## src/logic/acPkg.sv

```systemverilog
package acPkg;

	localparam int wordW = 8; // Data and instruction word.
	localparam int addrW = 8; // Memory address.

	// ####################
	// Instruction set.
	typedef enum logic [wordW-1:0] {
		opEnd    = 0,
		opRstAc  = 1,
		opIncAc  = 2,
		opLdAddr = 3,
		opLdAc   = 4,
		opLdMulr = 5,
		opStAc   = 6,
		opAdd    = 7,
		opMul    = 8,
		opJmp    = 9,
		opJmpz   = 10
	} opcode_t;

	typedef enum logic [2:0] {aluNone, aluClear, aluInc, aluLoad, aluAdd, aluMul} aluOp_t;

	typedef enum logic [1:0] {memIdle, memIRead, memDRead, memWrite} memCmd_t;

	// ####################
	// Control word, one bit or field per datapath action.
	typedef struct packed {
		aluOp_t  aluOp;
		logic    wrAddr; // Address register takes the captured memory word.
		logic    wrMulr;
		logic    pcInc;
		logic    pcLoad;
		memCmd_t memCmd;
	} ctrl_t;

	typedef struct packed {
		logic             valid;
		logic             write;
		logic [addrW-1:0] addr;
		logic [wordW-1:0] wdata;
	} memReq_t;

	typedef struct packed {
		logic             ack;
		logic [wordW-1:0] rdata; // Valid in the ack cycle of a read.
	} memRsp_t;

endpackage
```

## src/logic/acCore.sv

```systemverilog
`timescale 1ns/10ps

module acCore #(
	parameter int dataWidth = acPkg::wordW,
	parameter int addrWidth = acPkg::addrW
) (
	input  logic           clk,
	input  logic           arstN,
	output acPkg::memReq_t iMem,
	input  acPkg::memRsp_t iRsp,
	output acPkg::memReq_t dMem,
	input  acPkg::memRsp_t dRsp,
	output logic           busy
);
	import acPkg::*;

	ctrl_t                ctrl;
	logic                 memDone;
	logic [dataWidth-1:0] memWord; // Last word read from either memory.
	logic                 accZero;
	logic [addrWidth-1:0] pc;
	logic [dataWidth-1:0] acc;
	logic [dataWidth-1:0] addrReg;

	controlUnit u_controlUnit (
		.clk     (clk),
		.arstN   (arstN),
		.memDone (memDone),
		.memWord (memWord),
		.accZero (accZero),
		.ctrl    (ctrl),
		.busy    (busy)
	);

	programCounter #(
		.addrWidth (addrWidth)
	) u_programCounter (
		.clk     (clk),
		.arstN   (arstN),
		.ctrl    (ctrl),
		.memWord (memWord),
		.pc      (pc)
	);

	dataPath #(
		.dataWidth (dataWidth)
	) u_dataPath (
		.clk     (clk),
		.arstN   (arstN),
		.ctrl    (ctrl),
		.memWord (memWord),
		.acc     (acc),
		.addrReg (addrReg),
		.accZero (accZero)
	);

	memPort #(
		.dataWidth (dataWidth),
		.addrWidth (addrWidth)
	) u_memPort (
		.clk     (clk),
		.arstN   (arstN),
		.ctrl    (ctrl),
		.pc      (pc),
		.addrReg (addrReg),
		.acc     (acc),
		.iMem    (iMem),
		.iRsp    (iRsp),
		.dMem    (dMem),
		.dRsp    (dRsp),
		.memDone (memDone),
		.memWord (memWord)
	);

endmodule

```

## src/logic/controlUnit.sv

```systemverilog
`timescale 1ns/10ps

module controlUnit (
	input  logic                    clk,
	input  logic                    arstN,
	input  logic                    memDone,
	input  logic [acPkg::wordW-1:0] memWord,
	input  logic                    accZero,
	output acPkg::ctrl_t            ctrl,
	output logic                    busy
);
	import acPkg::*;

	// The control word is registered, so each action is active in the cycle
	// after the state that chose it.
	typedef enum logic [2:0] {
		sFetch,
		sFetchWait,
		sDecode,
		sExec,
		sMemWait,
		sEnd
	} state_t;

	state_t  state;
	state_t  stateNext;
	ctrl_t   ctrlNext;
	opcode_t ir;

	assign busy = (state != sEnd);

	// ####################
	// State and control registers.
	always_ff @(posedge clk or negedge arstN) begin
		if (!arstN) begin
			state <= sFetch;
			ctrl  <= '0;
		end else begin
			state <= stateNext;
			ctrl  <= ctrlNext;
		end
	end

	// Instruction register, loaded when the fetch read completes.
	always_ff @(posedge clk) begin
		if (state == sFetchWait && memDone) begin
			ir <= opcode_t'(memWord);
		end
	end

	// ####################
	// Next state and next control word.
	always_comb begin
		stateNext = state;
		ctrlNext  = '0;
		case (state)
			sFetch: begin
				ctrlNext.memCmd = memIRead;
				stateNext       = sFetchWait;
			end

			sFetchWait: begin
				if (memDone) begin
					ctrlNext.pcInc = 1'b1; // The decode cycle steps pc.
					stateNext      = sDecode;
				end
			end

			sDecode: begin
				stateNext = sExec;
				case (ir)
					opRstAc:  ctrlNext.aluOp = aluClear;
					opIncAc:  ctrlNext.aluOp = aluInc;
					opAdd:    ctrlNext.aluOp = aluAdd;
					opMul:    ctrlNext.aluOp = aluMul;
					opLdAddr: ctrlNext.memCmd = memIRead; // Operand word follows the opcode.
					opJmp:    ctrlNext.memCmd = memIRead;
					opLdAc:   ctrlNext.memCmd = memDRead;
					opLdMulr: ctrlNext.memCmd = memDRead;
					opStAc:   ctrlNext.memCmd = memWrite;
					opJmpz: begin
						if (accZero) begin
							ctrlNext.memCmd = memIRead;
						end else begin
							ctrlNext.pcInc = 1'b1; // Skip the target word.
						end
					end
					default: stateNext = sEnd; // END and any unknown opcode.
				endcase
			end

			sExec: begin
				// A pending memory command sends us to wait for it.
				// Otherwise the instruction is complete and the next fetch goes out.
				if (ctrl.memCmd != memIdle) begin
					stateNext = sMemWait;
				end else begin
					ctrlNext.memCmd = memIRead;
					stateNext       = sFetchWait;
				end
			end

			sMemWait: begin
				if (memDone) begin
					stateNext = sFetch;
					case (ir)
						opLdAddr: begin
							ctrlNext.wrAddr = 1'b1;
							ctrlNext.pcInc  = 1'b1;
						end
						opLdAc:   ctrlNext.aluOp = aluLoad;
						opLdMulr: ctrlNext.wrMulr = 1'b1;
						opJmp:    ctrlNext.pcLoad = 1'b1;
						opJmpz:   ctrlNext.pcLoad = 1'b1;
						default:  ctrlNext = '0; // Store needs nothing more.
					endcase
				end
			end

			sEnd: stateNext = sEnd; // Held until reset.

			default: stateNext = sEnd;
		endcase
	end

endmodule

```

## src/logic/memPort.sv

```systemverilog
`timescale 1ns/10ps

module memPort #(
	parameter int dataWidth = acPkg::wordW,
	parameter int addrWidth = acPkg::addrW
) (
	input  logic                 clk,
	input  logic                 arstN,
	input  acPkg::ctrl_t         ctrl,
	input  logic [addrWidth-1:0] pc,
	input  logic [dataWidth-1:0] addrReg,
	input  logic [dataWidth-1:0] acc,
	output acPkg::memReq_t       iMem,
	input  acPkg::memRsp_t       iRsp,
	output acPkg::memReq_t       dMem,
	input  acPkg::memRsp_t       dRsp,
	output logic                 memDone,
	output logic [dataWidth-1:0] memWord
);
	import acPkg::*;

	localparam int iPort = 0;
	localparam int dPort = 1;

	memReq_t    req [2];
	memRsp_t    rsp [2];
	memReq_t    newReq;
	logic [1:0] start;
	logic [1:0] hit; // Held request meets its ack.

	assign iMem       = req[iPort];
	assign dMem       = req[dPort];
	assign rsp[iPort] = iRsp;
	assign rsp[dPort] = dRsp;

	assign hit[iPort] = req[iPort].valid & rsp[iPort].ack;
	assign hit[dPort] = req[dPort].valid & rsp[dPort].ack;

	// ####################
	// Request built from the one-cycle memory command.
	always_comb begin
		start        = '0;
		newReq       = '0;
		newReq.valid = 1'b1;
		case (ctrl.memCmd)
			memIRead: begin
				start[iPort] = 1'b1;
				newReq.addr  = addrW'(pc);
			end
			memDRead: begin
				start[dPort] = 1'b1;
				newReq.addr  = addrW'(addrReg);
			end
			memWrite: begin
				start[dPort] = 1'b1;
				newReq.write = 1'b1;
				newReq.addr  = addrW'(addrReg);
				newReq.wdata = wordW'(acc);
			end
			default: start = '0;
		endcase
	end

	// Each port holds its request until ack, then drops valid and reports done.
	always_ff @(posedge clk or negedge arstN) begin
		if (!arstN) begin
			req[iPort] <= '0;
			req[dPort] <= '0;
			memDone    <= 1'b0;
		end else begin
			memDone <= |hit;
			for (int i = 0; i < 2; i++) begin
				if (hit[i]) begin
					req[i].valid <= 1'b0;
				end else if (start[i]) begin
					req[i] <= newReq;
				end
			end
		end
	end

	always_ff @(posedge clk) begin
		for (int i = 0; i < 2; i++) begin
			if (hit[i] && !req[i].write) begin
				memWord <= dataWidth'(rsp[i].rdata); // Read data is valid in the ack cycle.
			end
		end
	end

endmodule

```

## src/logic/dataPath.sv

```systemverilog
`timescale 1ns/10ps

module dataPath #(
	parameter int dataWidth = acPkg::wordW
) (
	input  logic                 clk,
	input  logic                 arstN,
	input  acPkg::ctrl_t         ctrl,
	input  logic [dataWidth-1:0] memWord,
	output logic [dataWidth-1:0] acc,
	output logic [dataWidth-1:0] addrReg,
	output logic                 accZero
);
	import acPkg::*;

	typedef logic [dataWidth-1:0] word_t;

	word_t                  mulr;
	word_t                  accNext;
	logic [2*dataWidth-1:0] product;

	assign product = acc * mulr; // Full width product, low half is kept.

	// ####################
	// ALU.
	always_comb begin
		case (ctrl.aluOp)
			aluClear: accNext = '0;
			aluInc:   accNext = acc + 1'b1;
			aluLoad:  accNext = memWord;
			aluAdd:   accNext = acc + addrReg;
			aluMul:   accNext = product[dataWidth-1:0];
			default:  accNext = acc;
		endcase
	end

	assign accZero = (acc == '0);

	// ####################
	// Registers.
	always_ff @(posedge clk or negedge arstN) begin
		if (!arstN) begin
			acc <= '0;
		end else begin
			acc <= accNext;
		end
	end

	always_ff @(posedge clk or negedge arstN) begin
		if (!arstN) begin
			addrReg <= '0;
		end else if (ctrl.wrAddr) begin
			addrReg <= memWord;
		end
	end

	// Multiplier operand for MUL.
	always_ff @(posedge clk or negedge arstN) begin
		if (!arstN) begin
			mulr <= '0;
		end else if (ctrl.wrMulr) begin
			mulr <= memWord;
		end
	end

endmodule

```

## src/logic/programCounter.sv

```systemverilog
`timescale 1ns/10ps

module programCounter #(
	parameter int addrWidth = acPkg::addrW
) (
	input  logic                    clk,
	input  logic                    arstN,
	input  acPkg::ctrl_t            ctrl,
	input  logic [acPkg::wordW-1:0] memWord,
	output logic [addrWidth-1:0]    pc
);

	logic [addrWidth-1:0] target;

	// Jump target comes from the operand word just read.
	assign target = addrWidth'(memWord);

	// ####################
	// A load wins over an increment, though the controller never asks for both.
	always_ff @(posedge clk or negedge arstN) begin
		if (!arstN) begin
			pc <= '0;
		end else if (ctrl.pcLoad) begin
			pc <= target;
		end else if (ctrl.pcInc) begin
			pc <= pc + 1'b1; // Wraps at the top of memory.
		end
	end

endmodule

```

## config.mk

```make
export PLATFORM = sky130hd
export DESIGN_NAME = acCore
export DESIGN_NICKNAME = d
export VERILOG_FILES = /design/src/logic/acPkg.sv /design/src/logic/acCore.sv /design/src/logic/controlUnit.sv /design/src/logic/memPort.sv /design/src/logic/dataPath.sv /design/src/logic/programCounter.sv
export SDC_FILE = /design/constraint.sdc
export NUM_CORES = 1
export LEC_CHECK = 0
export ABC_CLOCK_PERIOD_IN_PS = 5900
export BUFFER_PORTS_ARGS = -buffer_cell sky130_fd_sc_hd__buf_2
export CORE_ASPECT_RATIO = 1.1
export CORE_UTILIZATION = 30
export DETAILED_ROUTE_END_ITERATION = 10
export PLACE_DENSITY_LB_ADDON = 0.12
export SYNTH_ARGS = -nofsm -noshare
export SYNTH_HDL_FRONTEND = slang
export SYNTH_HIERARCHICAL = 1
export SYNTH_SLANG_ARGS = --single-unit
```

## constraint.sdc

```tcl
create_clock -name clk -period 5.9 [get_ports clk]
set_input_delay 0.59 -clock clk [delete_from_list [all_inputs] [get_ports clk]]
set_output_delay 0.59 -clock clk [all_outputs]
set_load 0.01 [all_outputs]
```

==> flow_metrics.tcl, run 1 <==
set metrics [dict create \
    num_rows 51 \
    cts_made_buffers 9 \
    worst_skew_pair.late_latency_ns 0.35 \
    area_growth_synth_to_finish_pct 13.8 \
    timing.slew.headroom_pct 27.0 \
    design.die.area_um2 18700 \
    syn-instance-count 488 \
    final_layout_size_suffix_gt1_share_pct 25.4 \
    num_io_pins 57 \
    total_of_flip_flops_plus_latches_after_synthesis 97 \
    core-area_um2 17700 \
    switchingPower_uw 439 \
    met3WireLength_um 523 \
    timing.hold.worst.class "in2async" \
    synth_compound_gate_area_share_pct 8.94 \
    drtAntennaViolNets 0 \
    number_of_synthesized_flops_with_an_enable_pin 16 \
    clk_root_buffer_cell "sky130_fd_sc_hd__clkbuf_16" \
    synth-seq-area-share_pct 45.9 \
    postSynthAreaPerCell_um2 11.2 \
    p_sw_share_pct 28.6 \
    dr.first_iter.drc_count 150 \
    track_usage_pct 15.1 \
    antenna_found_initial 0 \
    cell_internal_pwr_uw 1100 \
    first_global_vias 3728 \
    result_of_the_run "complete, no violations" \
    detail_route.drc_violations 0 \
    yosys.area_share.adder_pct 10.3 \
    via_count 3681 \
    wire_per_inst_um 16.8 \
    combinational_cell_fraction_of_total_power_pct 8.6 \
    syn-num-nets 545 \
    worst_margin_slew_ns 1.08 \
    finish.instance_area_um2 6210 \
    ctsHoldBuffers 0 \
    htreeDepth 3 \
    final-setup-viol-count 0 \
    tritoncts_clock_tree "yes" \
    timing.critical_path.to_type "flop" \
    overflow 0 \
    layout_commonest_cell "sky130_fd_sc_hd__dfrtp_1" \
    max-vdd-ir-drop_v 0.000140 \
    grt_max_degree 78 \
    placedInstanceArea_um2 5910 \
    power_density_nw_per_um2 247 \
    met2_wl_post_dr_um 6170 \
    p_total_uw 1540 \
    muxShareOfSynthArea_pct 8.89 \
    routed_wirelength_um 13100 \
    final_cell_mix "sky130_fd_sc_hd__dfrtp_1 (81), sky130_fd_sc_hd__nand2_1 (56), sky130_fd_sc_hd__buf_2 (55)" \
    synthesis.area_um2 5460 \
    grt_pass1_wl_um 20800 \
    max-clock-path-buffers 2 \
    fmax_ghz 0.226 \
    async_s_r_ff_share_synth_pct 83.5 \
    timing.final.hold_violations 0 \
    whs_ns 0.0311 \
    pins_over_slew_limit 0 \
    via_per_inst 4.73 \
    die_w_um 131 \
    cts_resized 0 \
    yosys.area_share.xor_xnor_pct 4.52 \
    path_class "reg2reg" \
    pwr-share-clk_pct 38.8 \
    timing.final.crit_period_ns 4.43 \
    power_leakage_uw 0.00292 \
    clock_sinks 97 \
    synth_top_flop_cell "sky130_fd_sc_hd__dfrtp_1" \
    initial_utilization_pct 30.8 \
    port_buffers 56 \
    synth_cell_type_count 63 \
    number_of_search_and_repair_iterations_in_the_first_detailed_routing_pass 4 \
    fin_nets 592 \
    seqPwrFrac_pct 52.5 \
    drv.max_cap_violation_count 0 \
    dp_hpwl_um 9340 \
    final_worst_slack_ns 1.47 \
    clkSlewWorstSetupHoldPaths_ns 0.08 \
    topRoutingLayerUsed "met4" \
    path_max_fanout 12 \
    critical_path_required_ns 6.13 \
    fin_tns_setup_ns 0 \
    cts_setup_buffers 0 \
    rsz0062_at_grt "no" \
    met1Wirelength_um 6080 \
    place_worst_setup_slack_ns 1.46 \
    antenna_cells 0 \
    gp_routability_congestion 0.805 \
    die-height_um 143 \
    cp_data_arrival_time_ns 4.66 \
    synthesized_area_fraction_occupied_by_and_or_nand_nor_cells_pct 17.0 \
    dominant_combinational_cell_family_by_area_after_synthesis "simple AND/OR/NAND/NOR gates" \
    min_period_over_period_pct 75.0 \
    yosys_warnings 6 \
    fin_worst_skew_ns 0.0111 \
    start_kind "flop" \
]
final timing paths:
kind / from / endpoint / slack [ns] / depth (start not counted)
setup / recovery: u_dataPath/acc[1] / u_dataPath/acc[7] / 1.47 / 14
hold / removal: arstN / u_controlUnit/state[1] / 0.03 / 1
setup reg to reg: u_dataPath/acc[1] / u_dataPath/acc[7] / 1.47 / 14
hold reg to reg: u_memPort/iMem[2] / u_memPort/iMem[2] / 0.48 / 1
max in group asynchronous: arstN / u_memPort/dMem[5] / 4.68 / 2
min in group clk: iRsp[8] / u_memPort/iMem[17] / 0.44 / 2
stage by stage:
step	cells	util [%]
4_1_cts	778	35.0
6_report	778	35.0
5_1_grt	778	35.0
2_1_floorplan	488	-
3_5_place_dp	762	33.3
3_3_place_gp	762	33.3
synthesized netlist by cell type (all sizes together) (6+ instances only):
master	n	share of area [%]
ha	24	5.5
nor2	13	0.94
a21o	6	0.85
nand3	8	0.83
fa	13	4.8
buf	12	2.0
o21ai	32	2.9
and2	32	3.8
dfrtp	81	37
or4	7	1.0
nor2b	8	0.92
nand2	58	4.1
clkbuf	9	0.62
xor2	9	1.4
mux2	41	8.5
xnor2	14	2.2
inv	27	1.9
a21oi	13	1.2
edfxtp	16	8.8
nand2b	11	1.5
power by group through the flow:
| stage | combinational, uW | clock [uW] | sequential (uW) |
|---|---|---|---|
| floorplan | 112 | 0 | 780 |
| global placement | 130 | 0 | 820 |
| detailed placement | 134 | 0 | 821 |
| CTS | 135 | 619 | 808 |
| global route | 146 | 655 | 817 |
| finish | 133 | 596 | 807 |
final cells by class:
type	count	area (um2)
repair buffers	57	290
well taps	238	298
clock inverters	7	81.3
flip-flops and latches	97	2510
multi-input cells	343	2710
fillers	1842	11500
inverters	27	101
clock buffers	9	225
registers in the layout (all words and copies together) (netlist names):
signal	cells
u_memPort/iMem	18
u_programCounter/pc	8
u_memPort/memWord	8
u_memPort/dMem	18
u_controlUnit/ir	8
u_controlUnit/ctrl	9
u_memPort/memDone	1
u_dataPath/addrReg	8
u_dataPath/acc	8
u_controlUnit/state	3
u_dataPath/mulr	8
logic make-up after synthesis:
group,after synthesis
muxes,43
DFF,97
and+or+nand+nor,161
buffers and inverters,48
adders and majority gates,37
AOI/OAI and AO/OA,77
xor gates and xnor gates,25
critical path, cell delays in order, from the launching register on:
cell and delay, ns:
sky130_fd_sc_hd__dfrtp_1 0.62, sky130_fd_sc_hd__nand2_1 0.16, sky130_fd_sc_hd__fa_1 0.48, sky130_fd_sc_hd__fa_1 0.54, sky130_fd_sc_hd__inv_1 0.05, sky130_fd_sc_hd__fa_1 0.47
sky130_fd_sc_hd__inv_1 0.06, sky130_fd_sc_hd__fa_1 0.52, sky130_fd_sc_hd__inv_1 0.04, sky130_fd_sc_hd__ha_1 0.31, sky130_fd_sc_hd__a21oi_1 0.19, sky130_fd_sc_hd__xnor3_1 0.24
sky130_fd_sc_hd__xnor3_1 0.37, sky130_fd_sc_hd__a31oi_1 0.17, sky130_fd_sc_hd__o21ai_1 0.09
routing by layer:
metal / up-vias / GRT usage, %
met5: - / 0
met2: 84 / 24.0
li1: 1772 / -
met1: 1805 / 20.3
met3: 20 / 3.28
met4: 0 / 5.20
Note: power is estimated with default switching activity, not from simulation.
==> run 2: changes to the inputs <==
--- a/config.mk
+++ b/config.mk
@@ -5,7 +5,7 @@
 export SDC_FILE = /design/constraint.sdc
 export NUM_CORES = 1
 export LEC_CHECK = 0
-export ABC_CLOCK_PERIOD_IN_PS = 5900
+export ABC_CLOCK_PERIOD_IN_PS = 4200
 export BUFFER_PORTS_ARGS = -buffer_cell sky130_fd_sc_hd__buf_2
 export CORE_ASPECT_RATIO = 1.1
 export CORE_UTILIZATION = 30
==> constraint.sdc (replaced) <==
create_clock -name clk -period 4.2 [get_ports clk]
set_input_delay 0.42 -clock clk [delete_from_list [all_inputs] [get_ports clk]]
set_output_delay 0.42 -clock clk [all_outputs]
set_load 0.01 [all_outputs]
==> run 2 against run 1 <==
Against the previous run:
- critical path depth did not move
- critical path type unchanged
- non-clock buffer count rose by 8
- largest cell class unchanged
- register-to-register slack got worse by 1.3 ns
- clock skew rose by 0.0050 ns
- worst hold slack improved by 0.20 ns
==> flow_metrics.tcl, run 2 (synthesis results as in run 1) <==
set metrics [dict create \
    result_of_the_run "complete, no violations" \
    core-area_um2 17700 \
    pwr-share-clk_pct 39.0 \
    fin_tns_setup_ns 0 \
    via_count 3717 \
    cp_data_arrival_time_ns 4.29 \
    dp_hpwl_um 9400 \
    grt_max_degree 82 \
    p_total_uw 2150 \
    cp_slowest_stage_delay_ns 0.54 \
    final_worst_slack_ns 0.156 \
    design.die.area_um2 18700 \
    reg2reg_setup_slack_ns 0.16 \
    worst_skew_pair.late_latency_ns 0.36 \
    pins_over_slew_limit 0 \
    combinational_cell_fraction_of_total_power_pct 8.4 \
    timing.critical_path.to_type "flop" \
    switchingPower_uw 614 \
    path_class "reg2reg" \
    power_density_nw_per_um2 342 \
    dr.first_iter.drc_count 196 \
    fmax_ghz 0.247 \
    p_sw_share_pct 28.5 \
    cp_num_cells 14 \
    placedInstanceArea_um2 5970 \
    clock_sinks 97 \
    crit_buf_inv 3 \
    timing.final.hold_violations 0 \
    finish.instance_area_um2 6290 \
    max-vdd-ir-drop_v 0.000292 \
    grt_pass1_wl_um 20900 \
    drtAntennaViolNets 0 \
    timing.critical_path.max_delay_family "adder cells" \
    layout_commonest_cell "sky130_fd_sc_hd__dfrtp_1" \
    routed_wirelength_um 12900 \
    port_buffers 56 \
    worst_setup_path_endpoint "u_dataPath/acc[7]" \
    crit_chain "nand2_1 -> fa_2 -> fa_1 -> inv_1 -> fa_1 -> inv_1 -> fa_1 -> inv_1 -> ha_1 -> a21oi_2 -> xnor3_1 -> xnor3_1 -> a31oi_1 -> o21ai_1" \
    critical_path_required_ns 4.44 \
    max-clock-path-buffers 2 \
    first_global_vias 3766 \
    rr_startpoint "u_dataPath/acc[1]" \
    antenna_found_initial 0 \
    place_worst_setup_slack_ns 0.0277 \
    seqPwrFrac_pct 52.5 \
    rsz0062_at_grt "no" \
    cell_internal_pwr_uw 1540 \
    gp_routability_congestion 0.842 \
    overflow 0 \
    area_growth_synth_to_finish_pct 15.2 \
    final_cell_mix "sky130_fd_sc_hd__dfrtp_1 (78), sky130_fd_sc_hd__nand2_1 (56), sky130_fd_sc_hd__buf_2 (55)" \
    timing.final.crit_period_ns 4.04 \
    fin_nets 600 \
    timing.slew.headroom_pct 26.0 \
    htreeDepth 3 \
    slowest_stage "sky130_fd_sc_hd__fa_1" \
    power_leakage_uw 0.00296 \
    num_io_pins 57 \
    start_kind "flop" \
    path_max_fanout 6 \
    reg2reg_to "u_dataPath/acc[7]" \
    initial_utilization_pct 30.8 \
    drv.max_cap_violation_count 0 \
    timing.hold.worst.class "in2async" \
    final-setup-viol-count 0 \
    number_of_search_and_repair_iterations_in_the_first_detailed_routing_pass 4 \
    track_usage_pct 15.1 \
    wire_per_inst_um 16.5 \
    antenna_cells 0 \
    via_per_inst 4.73 \
    clk_root_buffer_cell "sky130_fd_sc_hd__clkbuf_16" \
    cts_made_buffers 9 \
    worst_margin_slew_ns 1.10 \
    tritoncts_clock_tree "yes" \
    detail_route.drc_violations 0 \
    cp-startpoint "u_dataPath/acc[1]" \
    r2r.worst_path.cells 14 \
    die_w_um 131 \
    final_layout_size_suffix_gt1_share_pct 27.4 \
    ctsHoldBuffers 0 \
    clkSlewWorstSetupHoldPaths_ns 0.08 \
    cts_setup_buffers 0 \
    die-height_um 143 \
    fin_worst_skew_ns 0.0161 \
    num_rows 51 \
    min_period_over_period_pct 96.3 \
]
## run 2: power groups by stage
stage               registers (uW)  clock network [uW]  logic [uW]
floorplan                     1100                   0         158
global placement              1150                   0         183
detailed placement            1150                   0         185
CTS                           1130                 874         187
global route                  1140                 911         205
finish                        1130                 840         182
## run 2: area by class of cell
| class | count | area, um2 |
|---|---|---|
| Tap cell | 238 | 298 |
| Clock buffer | 9 | 225 |
| Sequential cell | 97 | 2510 |
| Multi-Input combinational cell | 343 | 2720 |
| Clock inverter | 7 | 85.1 |
| Timing Repair Buffer | 65 | 350 |
| Inverter | 27 | 101 |
| Fill cell | 1806 | 11500 |
## run 2: through the flow
stage,utilization (%),std cells,hold slack [ns]
after global placement,33.6,770,0.458
final,35.4,786,0.228
after global routing,35.4,786,0.278
after detailed placement,33.6,770,0.466
after CTS,35.4,786,0.241
after floorplan,-,488,0.124
## run 2: worst min-delay path by stage
stage | start | to | slack, ns | cells past startpoint
2_1_floorplan | arstN | u_controlUnit/ctrl[0] | 0.12 | 0
3_3_place_gp | u_memPort/dMem[4] | u_memPort/dMem[4] | 0.46 | 2
3_5_place_dp | u_memPort/iMem[0] | u_memPort/iMem[0] | 0.47 | 1
4_1_cts | iRsp[8] | u_memPort/iMem[17] | 0.24 | 2
5_1_grt | iRsp[8] | u_memPort/iMem[17] | 0.28 | 2
6_report | arstN | u_controlUnit/state[0] | 0.23 | 1
## run 2: timing repair
item / in CTS / in global routing
endpoints found under the hold margin: 0 / 0
setup endpoints to repair: 0 / 1
gates resized for setup: 0 / 5
## run 2: layer usage
| layer | GRT usage [%] | share of wire, % | up-vias |
|---|---|---|---|
| met5 | 0 | 0 | - |
| met3 | 1.94 | 2.7 | 16 |
| li1 | - | - | 1802 |
| met2 | 25.1 | 49 | 76 |
| met4 | 5.99 | 2.0 | 0 |
| met1 | 19.7 | 46 | 1823 |
==> run 3: changes to the inputs <==
--- a/config.mk
+++ b/config.mk
@@ -6,7 +6,7 @@
 export NUM_CORES = 1
 export LEC_CHECK = 0
 export ABC_CLOCK_PERIOD_IN_PS = 4200
-export BUFFER_PORTS_ARGS = -buffer_cell sky130_fd_sc_hd__buf_2
+export BUFFER_PORTS_ARGS = -buffer_cell sky130_fd_sc_hd__clkbuf_2
 export CORE_ASPECT_RATIO = 1.1
 export CORE_UTILIZATION = 30
 export DETAILED_ROUTE_END_ITERATION = 10
==> run 3 against run 2 <==
Against the previous run:
- total power is 0.50% lower
- cell count up 0.13%
- largest power group unchanged
- non-clock buffer count is 1 higher
- cell area is essentially flat
- setup slack better by 0.022 ns
- combinational power barely moved
- sequential share of layout area hardly changed
==> flow_metrics.tcl, run 3 (synthesis results as in run 1) <==
set metrics [dict create \
    result_of_the_run "complete, no violations" \
    htreeDepth 3 \
    timing.slew.headroom_pct 23.6 \
    clk_root_buffer_cell "sky130_fd_sc_hd__clkbuf_16" \
    timing.hold.worst.class "in2async" \
    place.detailed.instances 770 \
    critical_path_required_ns 4.45 \
    drv.max_cap_violation_count 0 \
    clock_sinks 97 \
    first_global_vias 3824 \
    timing.critical_path.to_type "flop" \
    layout_commonest_cell "sky130_fd_sc_hd__dfrtp_1" \
    initial_utilization_pct 30.8 \
    area_growth_synth_to_finish_pct 15.1 \
    die_w_um 131 \
    finalNonFillerCells 787 \
    worst_skew_pair.late_latency_ns 0.36 \
    dr.first_iter.drc_count 124 \
    max-clock-path-buffers 2 \
    crit_chain "nand2_2 -> fa_2 -> fa_1 -> inv_1 -> fa_1 -> inv_1 -> fa_1 -> inv_1 -> ha_1 -> a21oi_2 -> xnor3_1 -> xnor3_1 -> a31oi_1 -> o21ai_1" \
    timing.final.hold_violations 0 \
    max-vdd-ir-drop_v 0.000211 \
    num_rows 51 \
    fin_nets 601 \
    path_class "reg2reg" \
    final_cell_mix "sky130_fd_sc_hd__dfrtp_1 (79), sky130_fd_sc_hd__clkbuf_2 (55), sky130_fd_sc_hd__nand2_1 (55)" \
    routed_wirelength_um 13100 \
    grt_max_degree 82 \
    start_kind "flop" \
    port_buffers 56 \
    design.die.area_um2 18700 \
    fmax_ghz 0.249 \
    final.fill_count 1841 \
    number_of_search_and_repair_iterations_in_the_first_detailed_routing_pass 4 \
    cp_slowest_stage_delay_ns 0.54 \
    final-setup-viol-count 0 \
    dp_hpwl_um 9450 \
    timing.final.crit_period_ns 4.02 \
    final_layout_size_suffix_gt1_share_pct 27.7 \
    pins_over_slew_limit 0 \
    overflow 0 \
    rsz0062_at_grt "no" \
    gp_routability_congestion 0.851 \
    path_max_fanout 6 \
    worst_margin_slew_ns 1.13 \
    whs_ns 0.227 \
    fin_tns_setup_ns 0 \
    power_leakage_uw 0.00293 \
    via_per_inst 4.73 \
    grt_pass1_wl_um 20900 \
    detail_route.drc_violations 0 \
    antenna_found_initial 0 \
    drtAntennaViolNets 0 \
    clkSlewWorstSetupHoldPaths_ns 0.08 \
    cts_made_buffers 9 \
    tritoncts_clock_tree "yes" \
    p_total_uw 2140 \
    track_usage_pct 15.1 \
    die-height_um 143 \
    core-area_um2 17700 \
    fin_worst_skew_ns 0.0171 \
    min_period_over_period_pct 95.8 \
    layout.core_utilization_pct 35.4 \
    slowest_stage "sky130_fd_sc_hd__fa_1" \
    power_density_nw_per_um2 341 \
    wire_per_inst_um 16.6 \
    num_io_pins 57 \
    ctsHoldBuffers 0 \
    via_count 3720 \
    antenna_cells 0 \
    cp_data_arrival_time_ns 4.27 \
]
## run 3: cell count changes in the layout (fill, tap and decap cells not counted), moves of 2 or more
cell	change
sky130_fd_sc_hd__clkinv_4	+2
sky130_fd_sc_hd__buf_2	-55
sky130_fd_sc_hd__clkinv_8	-2
sky130_fd_sc_hd__clkbuf_2	+55
## run 3: layout make-up
| cell class | instances | area, um2 | area share [%] |
|---|---|---|---|
| timing repair buffer | 66 | 358 | 5.69 |
| sequential | 97 | 2510 | 39.9 |
| inverter | 27 | 101 | 1.61 |
| multi-input combinational | 343 | 2720 | 43.3 |
| tap | 238 | 298 | 4.74 |
| clock inverter | 7 | 72.6 | 1.15 |
| clock buffer | 9 | 225 | 3.58 |
## run 3: worst paths after layout
kind / start / slack [ns] / depth (start not counted) / endpoint
min in group clk: iRsp[8] / 0.26 / 2 / u_memPort/iMem[17]
setup reg to reg: u_dataPath/acc[1] / 0.18 / 14 / u_dataPath/acc[7]
hold reg to reg: u_memPort/dMem[5] / 0.48 / 2 / u_memPort/dMem[5]
max in group asynchronous: arstN / 3.18 / 1 / u_dataPath/mulr[2]
setup / recovery: u_dataPath/acc[1] / 0.18 / 14 / u_dataPath/acc[7]
hold / removal: arstN / 0.23 / 1 / u_controlUnit/state[0]
## run 3: critical path, delay by kind of cell, from the launching register on
kind / cells / cell delay, ns
fa+ha+maj: 5 / 2.26
xor+xnor: 2 / 0.58
flops: 1 / 0.43
compound gates: 3 / 0.39
buf+inv: 3 / 0.14
simple gates: 1 / 0.08
## run 3: metal layers
metal  track usage, %  part of all wire [%]  up-vias
met5                0                     0        -
met3             2.01                   2.8       20
met2             25.4                    49       62
met1             19.3                    46     1851
li1                 -                     -     1787
met4             6.29                   2.3        0
## run 3: report_power, final
group / leakage [uW] / switching [uW] / total (uW) / internal (uW)
Clock: 0.000143 / 408 / 828 / 420
Combinational: 0.00153 / 91.6 / 181 / 89.9
Sequential: 0.00126 / 110 / 1130 / 1020
Total: 0.00293 / 610 / 2140 / 1530
## run 3: repair_timing
action,in CTS,in global routing
setup buffers,0,1
endpoints found under the setup margin,0,1
gates resized for setup,0,6
## run 3: through the flow
step	area (um2)	setup slack (ns)
finish	6280	0.178
global route	6280	0.0320
CTS	6260	0.0215
detailed placement	5970	0.0454
global placement	5970	0.127
floorplan	5460	0.161
